==> config.mk <==
export PLATFORM = sky130hd
export DESIGN_NAME = icache
export DESIGN_NICKNAME = d
export VERILOG_FILES = /design/src/source/icache_geom_pkg.sv /design/src/source/fetch_bus_pkg.sv /design/src/source/icache.sv /design/src/source/icache_data_array.sv /design/src/source/icache_refill_ctrl.sv /design/src/source/icache_tag_array.sv /design/src/source/icache_victim_select.sv
export SDC_FILE = /design/constraint.sdc
export NUM_CORES = 2
export LEC_CHECK = 0
export BUFFER_PORTS_ARGS = -buffer_cell sky130_fd_sc_hd__buf_4
export CORE_MARGIN = 4
export CORE_UTILIZATION = 63
export DETAILED_ROUTE_END_ITERATION = 6
export PLACE_DENSITY = 0.79
export SLEW_MARGIN = 40
export SYNTH_ARGS = -nofsm -noshare
export SYNTH_HDL_FRONTEND = slang
export SYNTH_MEMORY_MAX_BITS = 65536
export SYNTH_SLANG_ARGS = --single-unit
==> constraint.sdc <==
create_clock -name Clk -period 11.8 [get_ports Clk]
set_input_delay 0.59 -clock Clk [delete_from_list [all_inputs] [get_ports Clk]]
set_output_delay 0.59 -clock Clk [all_outputs]
set_load 0.01 [all_outputs]
==> src/source/icache_geom_pkg.sv <==
`default_nettype none

package icache_geom_pkg;

    // Cache organisation
    localparam int NUM_SETS    = 8;
    localparam int NUM_WAYS    = 4;
    localparam int BLOCK_WORDS = 4;

    // Field widths within a 32-bit byte address
    localparam int INDEX_W = $clog2(NUM_SETS);
    localparam int WAY_W   = $clog2(NUM_WAYS);
    localparam int WOFS_W  = $clog2(BLOCK_WORDS);
    localparam int BYTE_W  = 2;

    // Whatever is left above the index forms the tag
    localparam int TAG_W = 32 - INDEX_W - WOFS_W - BYTE_W;

endpackage

`default_nettype wire

==> src/source/fetch_bus_pkg.sv <==
`default_nettype none

package fetch_bus_pkg;

    // Fetch and memory bus widths
    localparam int ADDR_W = 32;
    localparam int WORD_W = 32;

    // One fetch address, seen as a raw word or split into cache fields.
    // Field order runs from the MSB down to the byte offset.
    typedef union packed {
        logic [ADDR_W-1:0] raw;
        struct packed {
            logic [icache_geom_pkg::TAG_W-1:0]   tag;
            logic [icache_geom_pkg::INDEX_W-1:0] index;
            logic [icache_geom_pkg::WOFS_W-1:0]  wofs;
            logic [icache_geom_pkg::BYTE_W-1:0]  byte_ofs;
        } f;
    } fetch_addr_t;

endpackage

`default_nettype wire

==> src/source/icache.sv <==
`timescale 1ns/1ps
`default_nettype none

module icache (
    input  logic                                  Clk,
    input  logic                                  arst_n,

    // Fetch side
    input  logic                                  ReadEnable,
    input  logic [fetch_bus_pkg::ADDR_W-1:0]      ReadAddress,
    output logic [fetch_bus_pkg::WORD_W-1:0]      Instruction,
    output logic                                  Ready,
    output logic                                  Busy,

    // Memory side
    output logic [fetch_bus_pkg::ADDR_W-1:0]      MemReadAddress,
    output logic                                  MemReadRequest,
    input  logic [fetch_bus_pkg::WORD_W-1:0]      MemDataIn,
    input  logic                                  MemDataReady,

    // Pipeline control
    input  logic                                  Mispredict,
    input  logic                                  Flush
);

    logic                                 lookup_en;
    logic                                 hit;
    logic [icache_geom_pkg::WAY_W-1:0]    hit_way;
    logic [icache_geom_pkg::NUM_WAYS-1:0] valid_vec;
    logic [icache_geom_pkg::INDEX_W-1:0]  lookup_index;
    logic [icache_geom_pkg::WAY_W-1:0]    victim_way;

    logic                                 rd_en;
    logic [icache_geom_pkg::WOFS_W-1:0]   rd_wofs;
    logic [fetch_bus_pkg::WORD_W-1:0]     rd_word;

    logic                                 fill_en;
    logic [icache_geom_pkg::INDEX_W-1:0]  fill_index;
    logic [icache_geom_pkg::WAY_W-1:0]    fill_way;
    logic [icache_geom_pkg::TAG_W-1:0]    fill_tag;
    logic [icache_geom_pkg::BLOCK_WORDS-1:0][fetch_bus_pkg::WORD_W-1:0] fill_block;
    logic                                 fill_set_full;

    icache_tag_array u_tag_array (
        .Clk          (Clk),
        .arst_n       (arst_n),
        .lookup_en    (lookup_en),
        .lookup_addr  (ReadAddress),
        .fill_en      (fill_en),
        .fill_index   (fill_index),
        .fill_way     (fill_way),
        .fill_tag     (fill_tag),
        .hit          (hit),
        .hit_way      (hit_way),
        .valid_vec    (valid_vec),
        .lookup_index (lookup_index)
    );

    // Word read uses the way found by the tag lookup
    icache_data_array u_data_array (
        .Clk        (Clk),
        .rd_en      (rd_en),
        .rd_index   (lookup_index),
        .rd_way     (hit_way),
        .rd_wofs    (rd_wofs),
        .rd_word    (rd_word),
        .fill_en    (fill_en),
        .fill_index (fill_index),
        .fill_way   (fill_way),
        .fill_block (fill_block)
    );

    icache_victim_select u_victim_select (
        .Clk           (Clk),
        .arst_n        (arst_n),
        .index         (lookup_index),
        .valid_vec     (valid_vec),
        .fill_en       (fill_en),
        .fill_index    (fill_index),
        .fill_set_full (fill_set_full),
        .victim_way    (victim_way)
    );

    icache_refill_ctrl u_refill_ctrl (
        .Clk            (Clk),
        .arst_n         (arst_n),
        .ReadEnable     (ReadEnable),
        .ReadAddress    (ReadAddress),
        .Instruction    (Instruction),
        .Ready          (Ready),
        .Busy           (Busy),
        .Flush          (Flush),
        .Mispredict     (Mispredict),
        .MemReadAddress (MemReadAddress),
        .MemReadRequest (MemReadRequest),
        .MemDataIn      (MemDataIn),
        .MemDataReady   (MemDataReady),
        .hit            (hit),
        .victim_way     (victim_way),
        .valid_vec      (valid_vec),
        .rd_word        (rd_word),
        .lookup_en      (lookup_en),
        .rd_en          (rd_en),
        .rd_wofs        (rd_wofs),
        .fill_en        (fill_en),
        .fill_index     (fill_index),
        .fill_way       (fill_way),
        .fill_tag       (fill_tag),
        .fill_block     (fill_block),
        .fill_set_full  (fill_set_full)
    );

endmodule

`default_nettype wire

==> src/source/icache_data_array.sv <==
`timescale 1ns/1ps
`default_nettype none

module icache_data_array (
    input  logic                                  Clk,

    // Word read port
    input  logic                                  rd_en,
    input  logic [icache_geom_pkg::INDEX_W-1:0]   rd_index,
    input  logic [icache_geom_pkg::WAY_W-1:0]     rd_way,
    input  logic [icache_geom_pkg::WOFS_W-1:0]    rd_wofs,
    output logic [fetch_bus_pkg::WORD_W-1:0]      rd_word,

    // Whole-block write port
    input  logic                                  fill_en,
    input  logic [icache_geom_pkg::INDEX_W-1:0]   fill_index,
    input  logic [icache_geom_pkg::WAY_W-1:0]     fill_way,
    input  logic [icache_geom_pkg::BLOCK_WORDS-1:0][fetch_bus_pkg::WORD_W-1:0] fill_block
);

    logic [fetch_bus_pkg::WORD_W-1:0] mem_q
        [icache_geom_pkg::NUM_SETS][icache_geom_pkg::NUM_WAYS][icache_geom_pkg::BLOCK_WORDS];

    // Read word is held until the next read
    always_ff @(posedge Clk) begin
        if (rd_en) begin
            rd_word <= mem_q[rd_index][rd_way][rd_wofs];
        end
    end

    // All words of a block land together
    always_ff @(posedge Clk) begin
        if (fill_en) begin
            for (int w = 0; w < icache_geom_pkg::BLOCK_WORDS; w++) begin
                mem_q[fill_index][fill_way][w] <= fill_block[w];
            end
        end
    end

endmodule

`default_nettype wire

==> src/source/icache_refill_ctrl.sv <==
`timescale 1ns/1ps
`default_nettype none

module icache_refill_ctrl (
    input  logic                                  Clk,
    input  logic                                  arst_n,

    // Fetch side
    input  logic                                  ReadEnable,
    input  logic [fetch_bus_pkg::ADDR_W-1:0]      ReadAddress,
    output logic [fetch_bus_pkg::WORD_W-1:0]      Instruction,
    output logic                                  Ready,
    output logic                                  Busy,
    input  logic                                  Flush,
    input  logic                                  Mispredict,

    // Memory side
    output logic [fetch_bus_pkg::ADDR_W-1:0]      MemReadAddress,
    output logic                                  MemReadRequest,
    input  logic [fetch_bus_pkg::WORD_W-1:0]      MemDataIn,
    input  logic                                  MemDataReady,

    // Array and victim interface
    input  logic                                  hit,
    input  logic [icache_geom_pkg::WAY_W-1:0]     victim_way,
    input  logic [icache_geom_pkg::NUM_WAYS-1:0]  valid_vec,
    input  logic [fetch_bus_pkg::WORD_W-1:0]      rd_word,
    output logic                                  lookup_en,
    output logic                                  rd_en,
    output logic [icache_geom_pkg::WOFS_W-1:0]    rd_wofs,
    output logic                                  fill_en,
    output logic [icache_geom_pkg::INDEX_W-1:0]   fill_index,
    output logic [icache_geom_pkg::WAY_W-1:0]     fill_way,
    output logic [icache_geom_pkg::TAG_W-1:0]     fill_tag,
    output logic [icache_geom_pkg::BLOCK_WORDS-1:0][fetch_bus_pkg::WORD_W-1:0] fill_block,
    output logic                                  fill_set_full
);

    // Idle is neither flag set
    logic lookup_q;
    logic refill_q;
    logic from_hit_q;

    fetch_bus_pkg::fetch_addr_t           req_addr;
    fetch_bus_pkg::fetch_addr_t           block_addr;
    logic [icache_geom_pkg::WAY_W-1:0]    victim_q;
    logic                                 set_full_q;
    logic [icache_geom_pkg::WOFS_W-1:0]   beat_cnt;
    logic [icache_geom_pkg::BLOCK_WORDS-1:0][fetch_bus_pkg::WORD_W-1:0] beat_buf;
    logic [fetch_bus_pkg::WORD_W-1:0]     fill_word_q;

    logic miss;
    logic beat;
    logic last_beat;

    // A new read is taken only when fully idle, Ready cycle included
    assign lookup_en = ReadEnable && !lookup_q && !refill_q && !Ready && !Flush;
    assign rd_en     = lookup_q && hit && !Flush;
    assign miss      = lookup_q && !hit && !Flush;

    // Accepted beat; Mispredict on a beat throws the refill away
    assign beat      = refill_q && MemDataReady && !Flush && !Mispredict;
    assign last_beat = beat && (int'(beat_cnt) == icache_geom_pkg::BLOCK_WORDS - 1);

    always_comb begin
        block_addr            = req_addr;
        block_addr.f.wofs     = '0;
        block_addr.f.byte_ofs = '0;
    end

    // Last word goes straight from the bus into the block
    always_comb begin
        for (int w = 0; w < icache_geom_pkg::BLOCK_WORDS; w++) begin
            fill_block[w] = (w == int'(beat_cnt)) ? MemDataIn : beat_buf[w];
        end
    end

    assign fill_en       = last_beat;
    assign fill_index    = req_addr.f.index;
    assign fill_tag      = req_addr.f.tag;
    assign fill_way      = victim_q;
    assign fill_set_full = set_full_q;
    assign rd_wofs       = req_addr.f.wofs;

    assign Instruction = from_hit_q ? rd_word : fill_word_q;

    always_ff @(posedge Clk or negedge arst_n) begin
        if (!arst_n) begin
            lookup_q       <= 1'b0;
            refill_q       <= 1'b0;
            from_hit_q     <= 1'b0;
            Ready          <= 1'b0;
            Busy           <= 1'b0;
            MemReadRequest <= 1'b0;
            beat_cnt       <= '0;
        end else begin
            Ready <= 1'b0;
            if (Flush) begin
                // Flush kills whatever is in flight
                lookup_q       <= 1'b0;
                refill_q       <= 1'b0;
                Busy           <= 1'b0;
                MemReadRequest <= 1'b0;
                beat_cnt       <= '0;
            end else begin
                if (lookup_en) begin
                    lookup_q <= 1'b1;
                end
                if (lookup_q) begin
                    lookup_q <= 1'b0;
                    if (hit) begin
                        Ready      <= 1'b1;
                        from_hit_q <= 1'b1;
                    end else begin
                        refill_q       <= 1'b1;
                        Busy           <= 1'b1;
                        MemReadRequest <= 1'b1;
                        beat_cnt       <= '0;
                    end
                end
                if (refill_q && MemDataReady) begin
                    if (Mispredict) begin
                        refill_q       <= 1'b0;
                        Busy           <= 1'b0;
                        MemReadRequest <= 1'b0;
                        beat_cnt       <= '0;
                    end else begin
                        beat_cnt <= beat_cnt + 1'b1;
                        if (last_beat) begin
                            refill_q       <= 1'b0;
                            Busy           <= 1'b0;
                            MemReadRequest <= 1'b0;
                            Ready          <= 1'b1;
                            from_hit_q     <= 1'b0;
                        end
                    end
                end
            end
        end
    end

    // Address, victim and beat data
    always_ff @(posedge Clk) begin
        if (lookup_en) begin
            req_addr.raw <= ReadAddress;
        end
        if (miss) begin
            victim_q       <= victim_way;
            set_full_q     <= &valid_vec;
            MemReadAddress <= block_addr.raw;
        end
        if (beat) begin
            beat_buf[beat_cnt] <= MemDataIn;
        end
        if (last_beat) begin
            fill_word_q <= fill_block[req_addr.f.wofs];
        end
    end

endmodule

`default_nettype wire

==> src/source/icache_tag_array.sv <==
`timescale 1ns/1ps
`default_nettype none

module icache_tag_array (
    input  logic                                  Clk,
    input  logic                                  arst_n,

    // Lookup port
    input  logic                                  lookup_en,
    input  fetch_bus_pkg::fetch_addr_t            lookup_addr,

    // Fill port
    input  logic                                  fill_en,
    input  logic [icache_geom_pkg::INDEX_W-1:0]   fill_index,
    input  logic [icache_geom_pkg::WAY_W-1:0]     fill_way,
    input  logic [icache_geom_pkg::TAG_W-1:0]     fill_tag,

    // Registered lookup result
    output logic                                  hit,
    output logic [icache_geom_pkg::WAY_W-1:0]     hit_way,
    output logic [icache_geom_pkg::NUM_WAYS-1:0]  valid_vec,
    output logic [icache_geom_pkg::INDEX_W-1:0]   lookup_index
);

    logic [icache_geom_pkg::NUM_WAYS-1:0] valid_q [icache_geom_pkg::NUM_SETS];
    logic [icache_geom_pkg::TAG_W-1:0]
        tag_q [icache_geom_pkg::NUM_SETS][icache_geom_pkg::NUM_WAYS];

    logic                                 any_match;
    logic [icache_geom_pkg::WAY_W-1:0]    match_way;
    logic [icache_geom_pkg::INDEX_W-1:0]  set_idx;

    assign set_idx = lookup_addr.f.index;

    // Compare every way of the addressed set at once
    always_comb begin
        any_match = 1'b0;
        match_way = '0;
        for (int w = 0; w < icache_geom_pkg::NUM_WAYS; w++) begin
            if (valid_q[set_idx][w] && (tag_q[set_idx][w] == lookup_addr.f.tag)) begin
                any_match = 1'b1;
                match_way = w[icache_geom_pkg::WAY_W-1:0];
            end
        end
    end

    // Valid bits and the hit strobe
    always_ff @(posedge Clk or negedge arst_n) begin
        if (!arst_n) begin
            hit <= 1'b0;
            for (int s = 0; s < icache_geom_pkg::NUM_SETS; s++) begin
                valid_q[s] <= '0;
            end
        end else begin
            hit <= lookup_en && any_match;
            if (fill_en) begin
                valid_q[fill_index][fill_way] <= 1'b1;
            end
        end
    end

    // Tags and the rest of the lookup result
    always_ff @(posedge Clk) begin
        if (lookup_en) begin
            hit_way      <= match_way;
            valid_vec    <= valid_q[set_idx];
            lookup_index <= set_idx;
        end
        if (fill_en) begin
            tag_q[fill_index][fill_way] <= fill_tag;
        end
    end

endmodule

`default_nettype wire

==> src/source/icache_victim_select.sv <==
`timescale 1ns/1ps
`default_nettype none

module icache_victim_select (
    input  logic                                  Clk,
    input  logic                                  arst_n,

    // Set under lookup and its valid bits
    input  logic [icache_geom_pkg::INDEX_W-1:0]   index,
    input  logic [icache_geom_pkg::NUM_WAYS-1:0]  valid_vec,

    // Fill notification
    input  logic                                  fill_en,
    input  logic [icache_geom_pkg::INDEX_W-1:0]   fill_index,
    input  logic                                  fill_set_full,

    output logic [icache_geom_pkg::WAY_W-1:0]     victim_way
);

    logic [icache_geom_pkg::WAY_W-1:0] rr_ptr [icache_geom_pkg::NUM_SETS];
    logic                              found;

    // Lowest invalid way wins, else the set's pointer
    always_comb begin
        found      = 1'b0;
        victim_way = rr_ptr[index];
        for (int w = 0; w < icache_geom_pkg::NUM_WAYS; w++) begin
            if (!found && !valid_vec[w]) begin
                found      = 1'b1;
                victim_way = w[icache_geom_pkg::WAY_W-1:0];
            end
        end
    end

    // Pointer wraps naturally since NUM_WAYS is a power of two
    always_ff @(posedge Clk or negedge arst_n) begin
        if (!arst_n) begin
            for (int s = 0; s < icache_geom_pkg::NUM_SETS; s++) begin
                rr_ptr[s] <= '0;
            end
        end else if (fill_en && fill_set_full) begin
            rr_ptr[fill_index] <= rr_ptr[fill_index] + 1'b1;
        end
    end

endmodule

`default_nettype wire

After elaboration in Yosys (flattened, before gate mapping)
Memories as Yosys holds them, arrays and structs flattened. A register that Yosys moved wholly into a read port is not among the register bits.
Cells that the tools add are included.
Storage, ports and cells
  register bits: 321
  memory bits (writable): 4896
  input bits: 70
  output and inout bits: 67
  memories: 2
Memories
  u_data_array.mem_q: depth 8, width 512, rd ports 1, clocked after memory_dff 1, wr ports 1, line icache_data_array.sv:21  | logic [fetch_bus_pkg::WORD_W-1:0] mem_q
  u_tag_array.tag_q: depth 8, width 100, rd ports 1, clocked after memory_dff 0, wr ports 1, line icache_tag_array.sv:27  | tag_q [icache_geom_pkg::NUM_SETS][icache_geom_pkg::NUM_WAYS];
Operators by class
  add/sub/neg operators: 2
  $lt $le $gt $ge: 13
  equality and inequality tests: 9
  muxes and demuxes: 1634
  bitwise operators: 1543
  reduce and logical (&&, ||, !) cells: 42
Operators by type and width (number)
  two-way mux 512 bit: 4
  two-way mux 1 bit: 1580
  bitwise OR 1 bit: 1536
  demux 128 bit (select 2 bit): 4
  two-way mux 128 bit: 3
  two-way mux 32 bit: 10
  binary-select mux 128 bit (select 2 bit): 1
  binary-select mux 32 bit (select 2 bit): 2
  bitwise mux 128 bit: 1
  == test 25 bit: 4
  two-way mux 100 bit: 1
  two-way mux 96 bit: 1
  demux 32 bit (select 2 bit): 1
  two-way mux 64 bit: 1
  demux 25 bit (select 2 bit): 1
  bitwise OR 32 bit: 1
  logical AND 1 bit: 25
  two-way mux 25 bit: 1
  two-way mux 2 bit: 12
  bitwise mux 16 bit: 1
  binary-select mux 2 bit (select 3 bit): 2
  binary-select mux 4 bit (select 3 bit): 1
  demux 4 bit (select 3 bit): 1
  greater-or-equal comparator 4 bit (second input constant): 3
  other kinds (22): 46

Depth between registers and ports, before layout
  depth after elaboration: 10
  depth in mapped cells: 13
  gate-level depth less buffers: 8

Modules after synthesis
A second synthesis with hierarchy kept.
Second synthesis, totals
  cells, all modules: 9068
  area total of the unflattened synthesis: 203600.3 um^2
By module, submodules not included
  icache_data_array: instances 1, cells each 6814, area each 159660.6 um^2, sequential area each 123958.9 um^2
  icache_tag_array: instances 1, cells each 1617, area each 33051.7 um^2, sequential area each 25119.1 um^2
  icache_refill_ctrl: instances 1, cells each 561, area each 9897.0 um^2, sequential area each 6836.6 um^2
  icache_victim_select: instances 1, cells each 76, area each 991.0 um^2, sequential area each 400.4 um^2

Worst setup path after synthesis
OpenSTA, ideal clock, no wires.
  path kind: in2reg
  start point: input port Flush
  end point: register u_tag_array.valid_q[1] in the netlist's numbering
  arrival time: 10255 ps
  slack: 1439 ps
  cell stages on the path: 9
  path through: clkbuf_1 nor3_1 nand2_1 inv_1 nand2_1 or2_2 clkbuf_1 nor2_1 or2_2
Between the ends
  longest elaborated chain between the ends: 4
Ends and longest elaborated chain
  start: declaration: line icache.sv:23  | input logic Flush
  zero test 1 bit: line icache_refill_ctrl.sv:62  | assign beat = refill_q && MemDataReady && !Flush && !Mispredict;
  logical AND 1 bit (2 in series): line icache_refill_ctrl.sv:62
  logical AND 1 bit: line icache_refill_ctrl.sv:63  | assign last_beat = beat && (int'(beat_cnt) == icache_geom_pkg::BLOCK_WORDS - 1);
  named net fill_en: line icache.sv:37  | logic fill_en;
  end signal: indexed assignment: line icache_tag_array.sv:52  | valid_q[s] <= '0;
  end signal: indexed assignment: line icache_tag_array.sv:57  | valid_q[fill_index][fill_way] <= 1'b1;
  end: declaration: line icache_tag_array.sv:25  | logic [icache_geom_pkg::NUM_WAYS-1:0] valid_q [icache_geom_pkg::NUM_SETS];
The timed path passes the listed nets, and every way through them passes these cells.
A chain may end at the register's enable or synchronous reset.

Worst setup path in the final report
  start point: register u_refill_ctrl.beat_cnt[0] in the netlist's numbering
  end point: memory u_data_array.mem_q[4][315] in the netlist's numbering, enable pin
Between the ends
  longest elaborated chain between the ends: 7
Ends and longest elaborated chain
  start: declaration: line icache_refill_ctrl.sv:48  | logic [icache_geom_pkg::WOFS_W-1:0] beat_cnt;
  start signal: assignment: line icache_refill_ctrl.sv:128  | beat_cnt <= beat_cnt + 1'b1;
  == test 2 x 1 -> 1 bit (*): line icache_refill_ctrl.sv:63
  logical AND 1 bit (*): line icache_refill_ctrl.sv:63
  named net fill_en: line icache.sv:37
  two-way mux 1 bit (*): line icache_data_array.sv:33  | if (fill_en) begin
  two-way mux 512 bit (implied by the code): line icache_data_array.sv:35  | mem_q[fill_index][fill_way][w] <= fill_block[w];
  bitwise OR 1 bit (no source line) (2 in series)
  bitwise OR 1 bit (no source line) (*)
  end: declaration: line icache_data_array.sv:21
The timed path passes the listed nets; every way through them passes the cells marked *.

==> results.txt <==
- Run status: finished clean
- Net total in the final layout: just over 9k
- Detailed Route Iter0 Violations: between 15k and 20k
* Number of buffers created by CTS: 485
- Height of the chip: about 570 um
- Terminating pin of the worst hold path: u_refill_ctrl.beat_cnt[0]
- The initial antenna violation count is 25.
- Largest driver fanout on the critical path: 39
- The library cell used most frequently in the layout, excluding fill and tap cells, is sky130_fd_sc_hd__edfxtp_1.
* Vias in the first global route: approximately 110k
* Worst hold path stage count: 4
- For this run, design rule violations remaining after detail routing come to 0.
- Commonest cells after routing, fill and taps aside: sky130_fd_sc_hd__edfxtp_1 (5155), sky130_fd_sc_hd__mux4_2 (1473), sky130_fd_sc_hd__clkbuf_16 (489)
* Initial standard-cell utilization of the core: 0.6344
- Fin crit share: 0.4618
* Num Clock Sinks: about 5.2k
- Post-synth top area cell: sky130_fd_sc_hd__edfxtp_1
- STA puts the critical path data required time at 12.44 ns.
* Sequential cell area fraction in the yosys report: 0.7733
- Gate count of the mapped netlist: roughly 8.7k
- Clock latency at the later pin of the worst-skew pair: 1.02 ns
- Counting flops with an async set or reset pin after synthesis yields a share of 0.01093.
- The floorplan step set the die width to 574.4 um.
- Final worst clock skew: 0.07257 ns
- Setup repair after global routing missed its margin: no
- No sink is reached through more buffers than the 4 on the longest clock path.
* Main flop type after synthesis: sky130_fd_sc_hd__edfxtp_1
- During I/O placement, the number of pins put on the boundary was between 100 and 150.
* Number of synthesized flops with an enable pin: 5155
* Hold Startpoint: MemDataReady
- Count of non-filler cells in the finished layout: approximately 14k
- The floorplan has between 200 and 250 rows.
* Largest family of logic cells by synthesized area: multiplexers
- Remaining global-route overflow: 0
* Fraction of final layout cells with drive strength greater than 1: 0.2877
* Routed Antenna Nets: 0
- The cell family contributing the most delay on the critical path is buffers and inverters.
- Measured in cells, the most critical reg-to-reg path has a length of 8.
- The worst path in the final design needs a cycle of between 5 and 6 ns, including I/O delays and setup.
* Launching element type of the critical path: flip-flop
* Xor-xnor portion of the synthesized cell area: 0.003727
- Post-DR wirelength/cell: between 40 and 50 um
- Routability-driven placement finished with a final weighted congestion of about 0.77.
- Placed insts: roughly 13k
* Mux cell area share after synthesis: 0.1866
- Across the VDD grid, the largest voltage drop is ~0.16 mV.
* Max-slew headroom at the worst pin: 0.2939
- Buffer cell driving the clock tree root: sky130_fd_sc_hd__clkbuf_16
- Tightest Pin Transition: 1.059 ns
* Growth of design area from synthesis to finish: 12.14%
* Adder-cell area share of the yosys netlist: 0.0002476
- Post-synth cell types: 47
- Once placement finished, the instance area stood at roughly 210000 sq um.
- The compound-cell area share of the yosys netlist is 0.01707.
- A synthesized cell averages 23.18 sq um.
* Highest Clock Rate: between 0.15 and 0.2 GHz
- Across the run, the number of max-cap violations was 0.
- Port buffering added 130 buffers.
- Biggest area contributors in the synthesized netlist: sky130_fd_sc_hd__edfxtp_1 (77%), sky130_fd_sc_hd__mux4_2 (16%), sky130_fd_sc_hd__mux2i_1 (1.6%)
- The floorplan step defined a die boundary enclosing around 330000 sq um.
- Final Hold Fails: 0
* Setup-violating endpoint count in the final report: 0
- Reported leakage power: around 0.071 uW
* Clock H-tree levels: 5
* Synth Cell Area: roughly 200000 sq um
- Warning count from the yosys run: 0
- Fill cells in the final layout number between 15k and 20k.
* Crit Path Class: reg -> reg
* Share of synthesized cell area in and, or, nand and nor gates: 0.008810
- TritonCTS built the clock tree.
- Summing over every cut layer, the via total after detailed routing is ~110k.
- Clock-pin transition on the worst setup and hold timing paths: ~0.060 ns
- Adding up every negative setup slack in the final design gives 0 ns.
- The core region is between 300000 and 400000 sq um.
- After routing the design area is around 230000 sq um.
- The first global-routing pass estimated about 800 mm of wire.
- Minimum setup slack among reg-to-reg paths: roughly 6.4 ns
- Number of pins exceeding their max-slew limit in the final report: 0
- After synthesis the netlist holds a flip-flop and latch count of roughly 5.2k.
- The min-delay analysis places its worst path in the category in -> reg.
* Delay of the slowest cell on the worst path: 0.73 ns
* Slowest CP cell: sky130_fd_sc_hd__buf_4
* Critical path arrival: 6.09 ns
- The signal on the critical path passes through ha_4 -> nand2_1 -> inv_6 -> nand2_1 -> or2_2 -> nor2_4 -> buf_4 -> buf_4.
- Top-area cell type share of the netlist area: 0.7659
- Detailed placement ended at an HPWL of around 260 mm.
* Crit. End Element: flip-flop
- Via density per instance: 7.639
- Worst R2R Start: u_refill_ctrl.beat_cnt[0]
- WP buf/inv: 3
- Entering global routing, the biggest net connects ~130 pins.
* Reg-to-reg critical path endpoint: u_data_array.mem_q[4][315]
- Final routed wirelength across all metal layers: 576.7 mm
- Total power density per cell area: between 150 and 200 nW/um^2
* Iteration count of the initial detailed-routing pass: 6
- For this run, the total global-route usage over all layers was measured as 0.3449.
-- worst reg2reg max path, delay by kind of cell, from the launching register on --
kind / cells / cell delay [ns]
DFF: 1 / 0.52
buffers and inverters: 3 / 2.21
and+or+nand+nor: 4 / 1.65
adders and majority gates: 1 / 0.66
-- flip-flops by register name, summed over array words and instances, names as in the netlist, 2 cells and up, named ones only --
signal                        cells
u_refill_ctrl.beat_buf          128
u_refill_ctrl.fill_word_q        32
u_refill_ctrl.fill_way            2
u_data_array.rd_word             32
u_tag_array.valid_vec             4
u_refill_ctrl.MemReadAddress     28
u_tag_array.tag_q               800
u_data_array.mem_q             4096
u_victim_select.rr_ptr           16
u_refill_ctrl.beat_cnt            2
u_tag_array.hit_way               2
u_tag_array.valid_q              32
u_tag_array.lookup_index          2
u_refill_ctrl.req_addr           28
-- cells in the mapped netlist, types with 2 or more instances --
library cell               count
sky130_fd_sc_hd__nand2_1      93
sky130_fd_sc_hd__xor2_1       38
sky130_fd_sc_hd__buf_1        73
sky130_fd_sc_hd__ha_1          4
sky130_fd_sc_hd__o21ai_0      69
sky130_fd_sc_hd__and2_1        7
sky130_fd_sc_hd__buf_6         4
sky130_fd_sc_hd__mux2i_1     321
sky130_fd_sc_hd__o22a_1        4
sky130_fd_sc_hd__a31oi_1       4
sky130_fd_sc_hd__and3_1       15
sky130_fd_sc_hd__a21o_1        2
sky130_fd_sc_hd__and3b_1       4
sky130_fd_sc_hd__nand3_1       6
sky130_fd_sc_hd__or3_1         2
sky130_fd_sc_hd__mux2_2      118
sky130_fd_sc_hd__xnor2_1      48
sky130_fd_sc_hd__a22o_1        7
sky130_fd_sc_hd__dfrtp_1      57
sky130_fd_sc_hd__dfxtp_1       3
sky130_fd_sc_hd__buf_2       121
sky130_fd_sc_hd__or2_2        36
sky130_fd_sc_hd__nand4_1      12
sky130_fd_sc_hd__buf_4         9
sky130_fd_sc_hd__a221oi_1      5
sky130_fd_sc_hd__mux4_2     1473
sky130_fd_sc_hd__o21a_1       50
sky130_fd_sc_hd__a21oi_1     395
sky130_fd_sc_hd__nor4_1       14
sky130_fd_sc_hd__inv_1         6
sky130_fd_sc_hd__a22oi_1      73
sky130_fd_sc_hd__nor2_1      187
sky130_fd_sc_hd__clkbuf_1    279
sky130_fd_sc_hd__nor3b_1       3
sky130_fd_sc_hd__nor2b_1       3
sky130_fd_sc_hd__nand2b_1      2
sky130_fd_sc_hd__edfxtp_1   5155
sky130_fd_sc_hd__nor3_1        8
-- per-layer routing --
metal  vias to the layer above  part of all wire  global-route usage
li1                      38140                 -                   -
met1                     54350              0.31              0.4566
met2                     10670              0.49              0.5494
met3                      2191              0.14             0.08976
met4                        16             0.057              0.1560
met5                         -           0.00018                   0
-- cells by family after synthesis --
kind of cell | Yosys count
AO/OA/AOI/OAI | 612
XOR/XNOR | 86
adder cells (fa/ha/maj) | 4
buffers and inverters | 493
flip-flops | 5215
multiplexers | 1912
other | 1
AND/OR/NAND/NOR | 396
-- area by class of cell --
type,instances,area (sq um),share of cell area
sequential,5215,156300,0.6896
timing repair buffer,456,5404,0.02384
antenna,23,57.56,0.0002539
multi-input combinational,3014,44120,0.1947
clock buffer,606,12760,0.05628
clock inverter,293,2744,0.01211
tap,4180,5230,0.02308
inverter,7,32.53,0.0001435
-- metrics by stage --
stage / hold WS [ns] / util / setup WS [ns] / power (uW)
finish: 0.08867 / 0.7114 / 6.351 / 38150
global route: 0.09075 / 0.7113 / 6.410 / 39120
CTS: 0.03282 / 0.7097 / 6.484 / 38070
detailed placement: 0.4486 / 0.6590 / 6.616 / 22750
global placement: 0.4454 / 0.6545 / 6.265 / 22660
floorplan: 0.2944 / - / 1.439 / 22220
-- power by group --
part	leakage [uW]	switching (uW)	internal, uW
combinational	0.0164	1140	910
clock	0.00758	7010	8650
sequential	0.0471	30.1	20400
-- timing repair --
item | CTS | global route
hold buffers | 65 | 0
endpoints found under the hold margin | 219 | 0
buffers inserted | 0 | 0
endpoints found under the setup margin | 0 | 0
gates resized for setup | 0 | 0
-- worst max path at each step --
stage / startpoint / to / slack, ns / cells after the start
after floorplan: Flush / u_tag_array.valid_q[1] / 1.44 / 9
after global placement: MemDataReady / u_data_array.mem_q[4][353] / 6.26 / 11
after detailed placement: MemDataReady / u_data_array.mem_q[0][91] / 6.62 / 11
after CTS: u_refill_ctrl.beat_cnt[0] / u_data_array.mem_q[0][104] / 6.48 / 8
after global routing: u_refill_ctrl.beat_cnt[0] / u_data_array.mem_q[4][315] / 6.41 / 8
final: u_refill_ctrl.beat_cnt[0] / u_data_array.mem_q[4][315] / 6.35 / 8
Note: power is estimated with default switching activity, not from simulation.
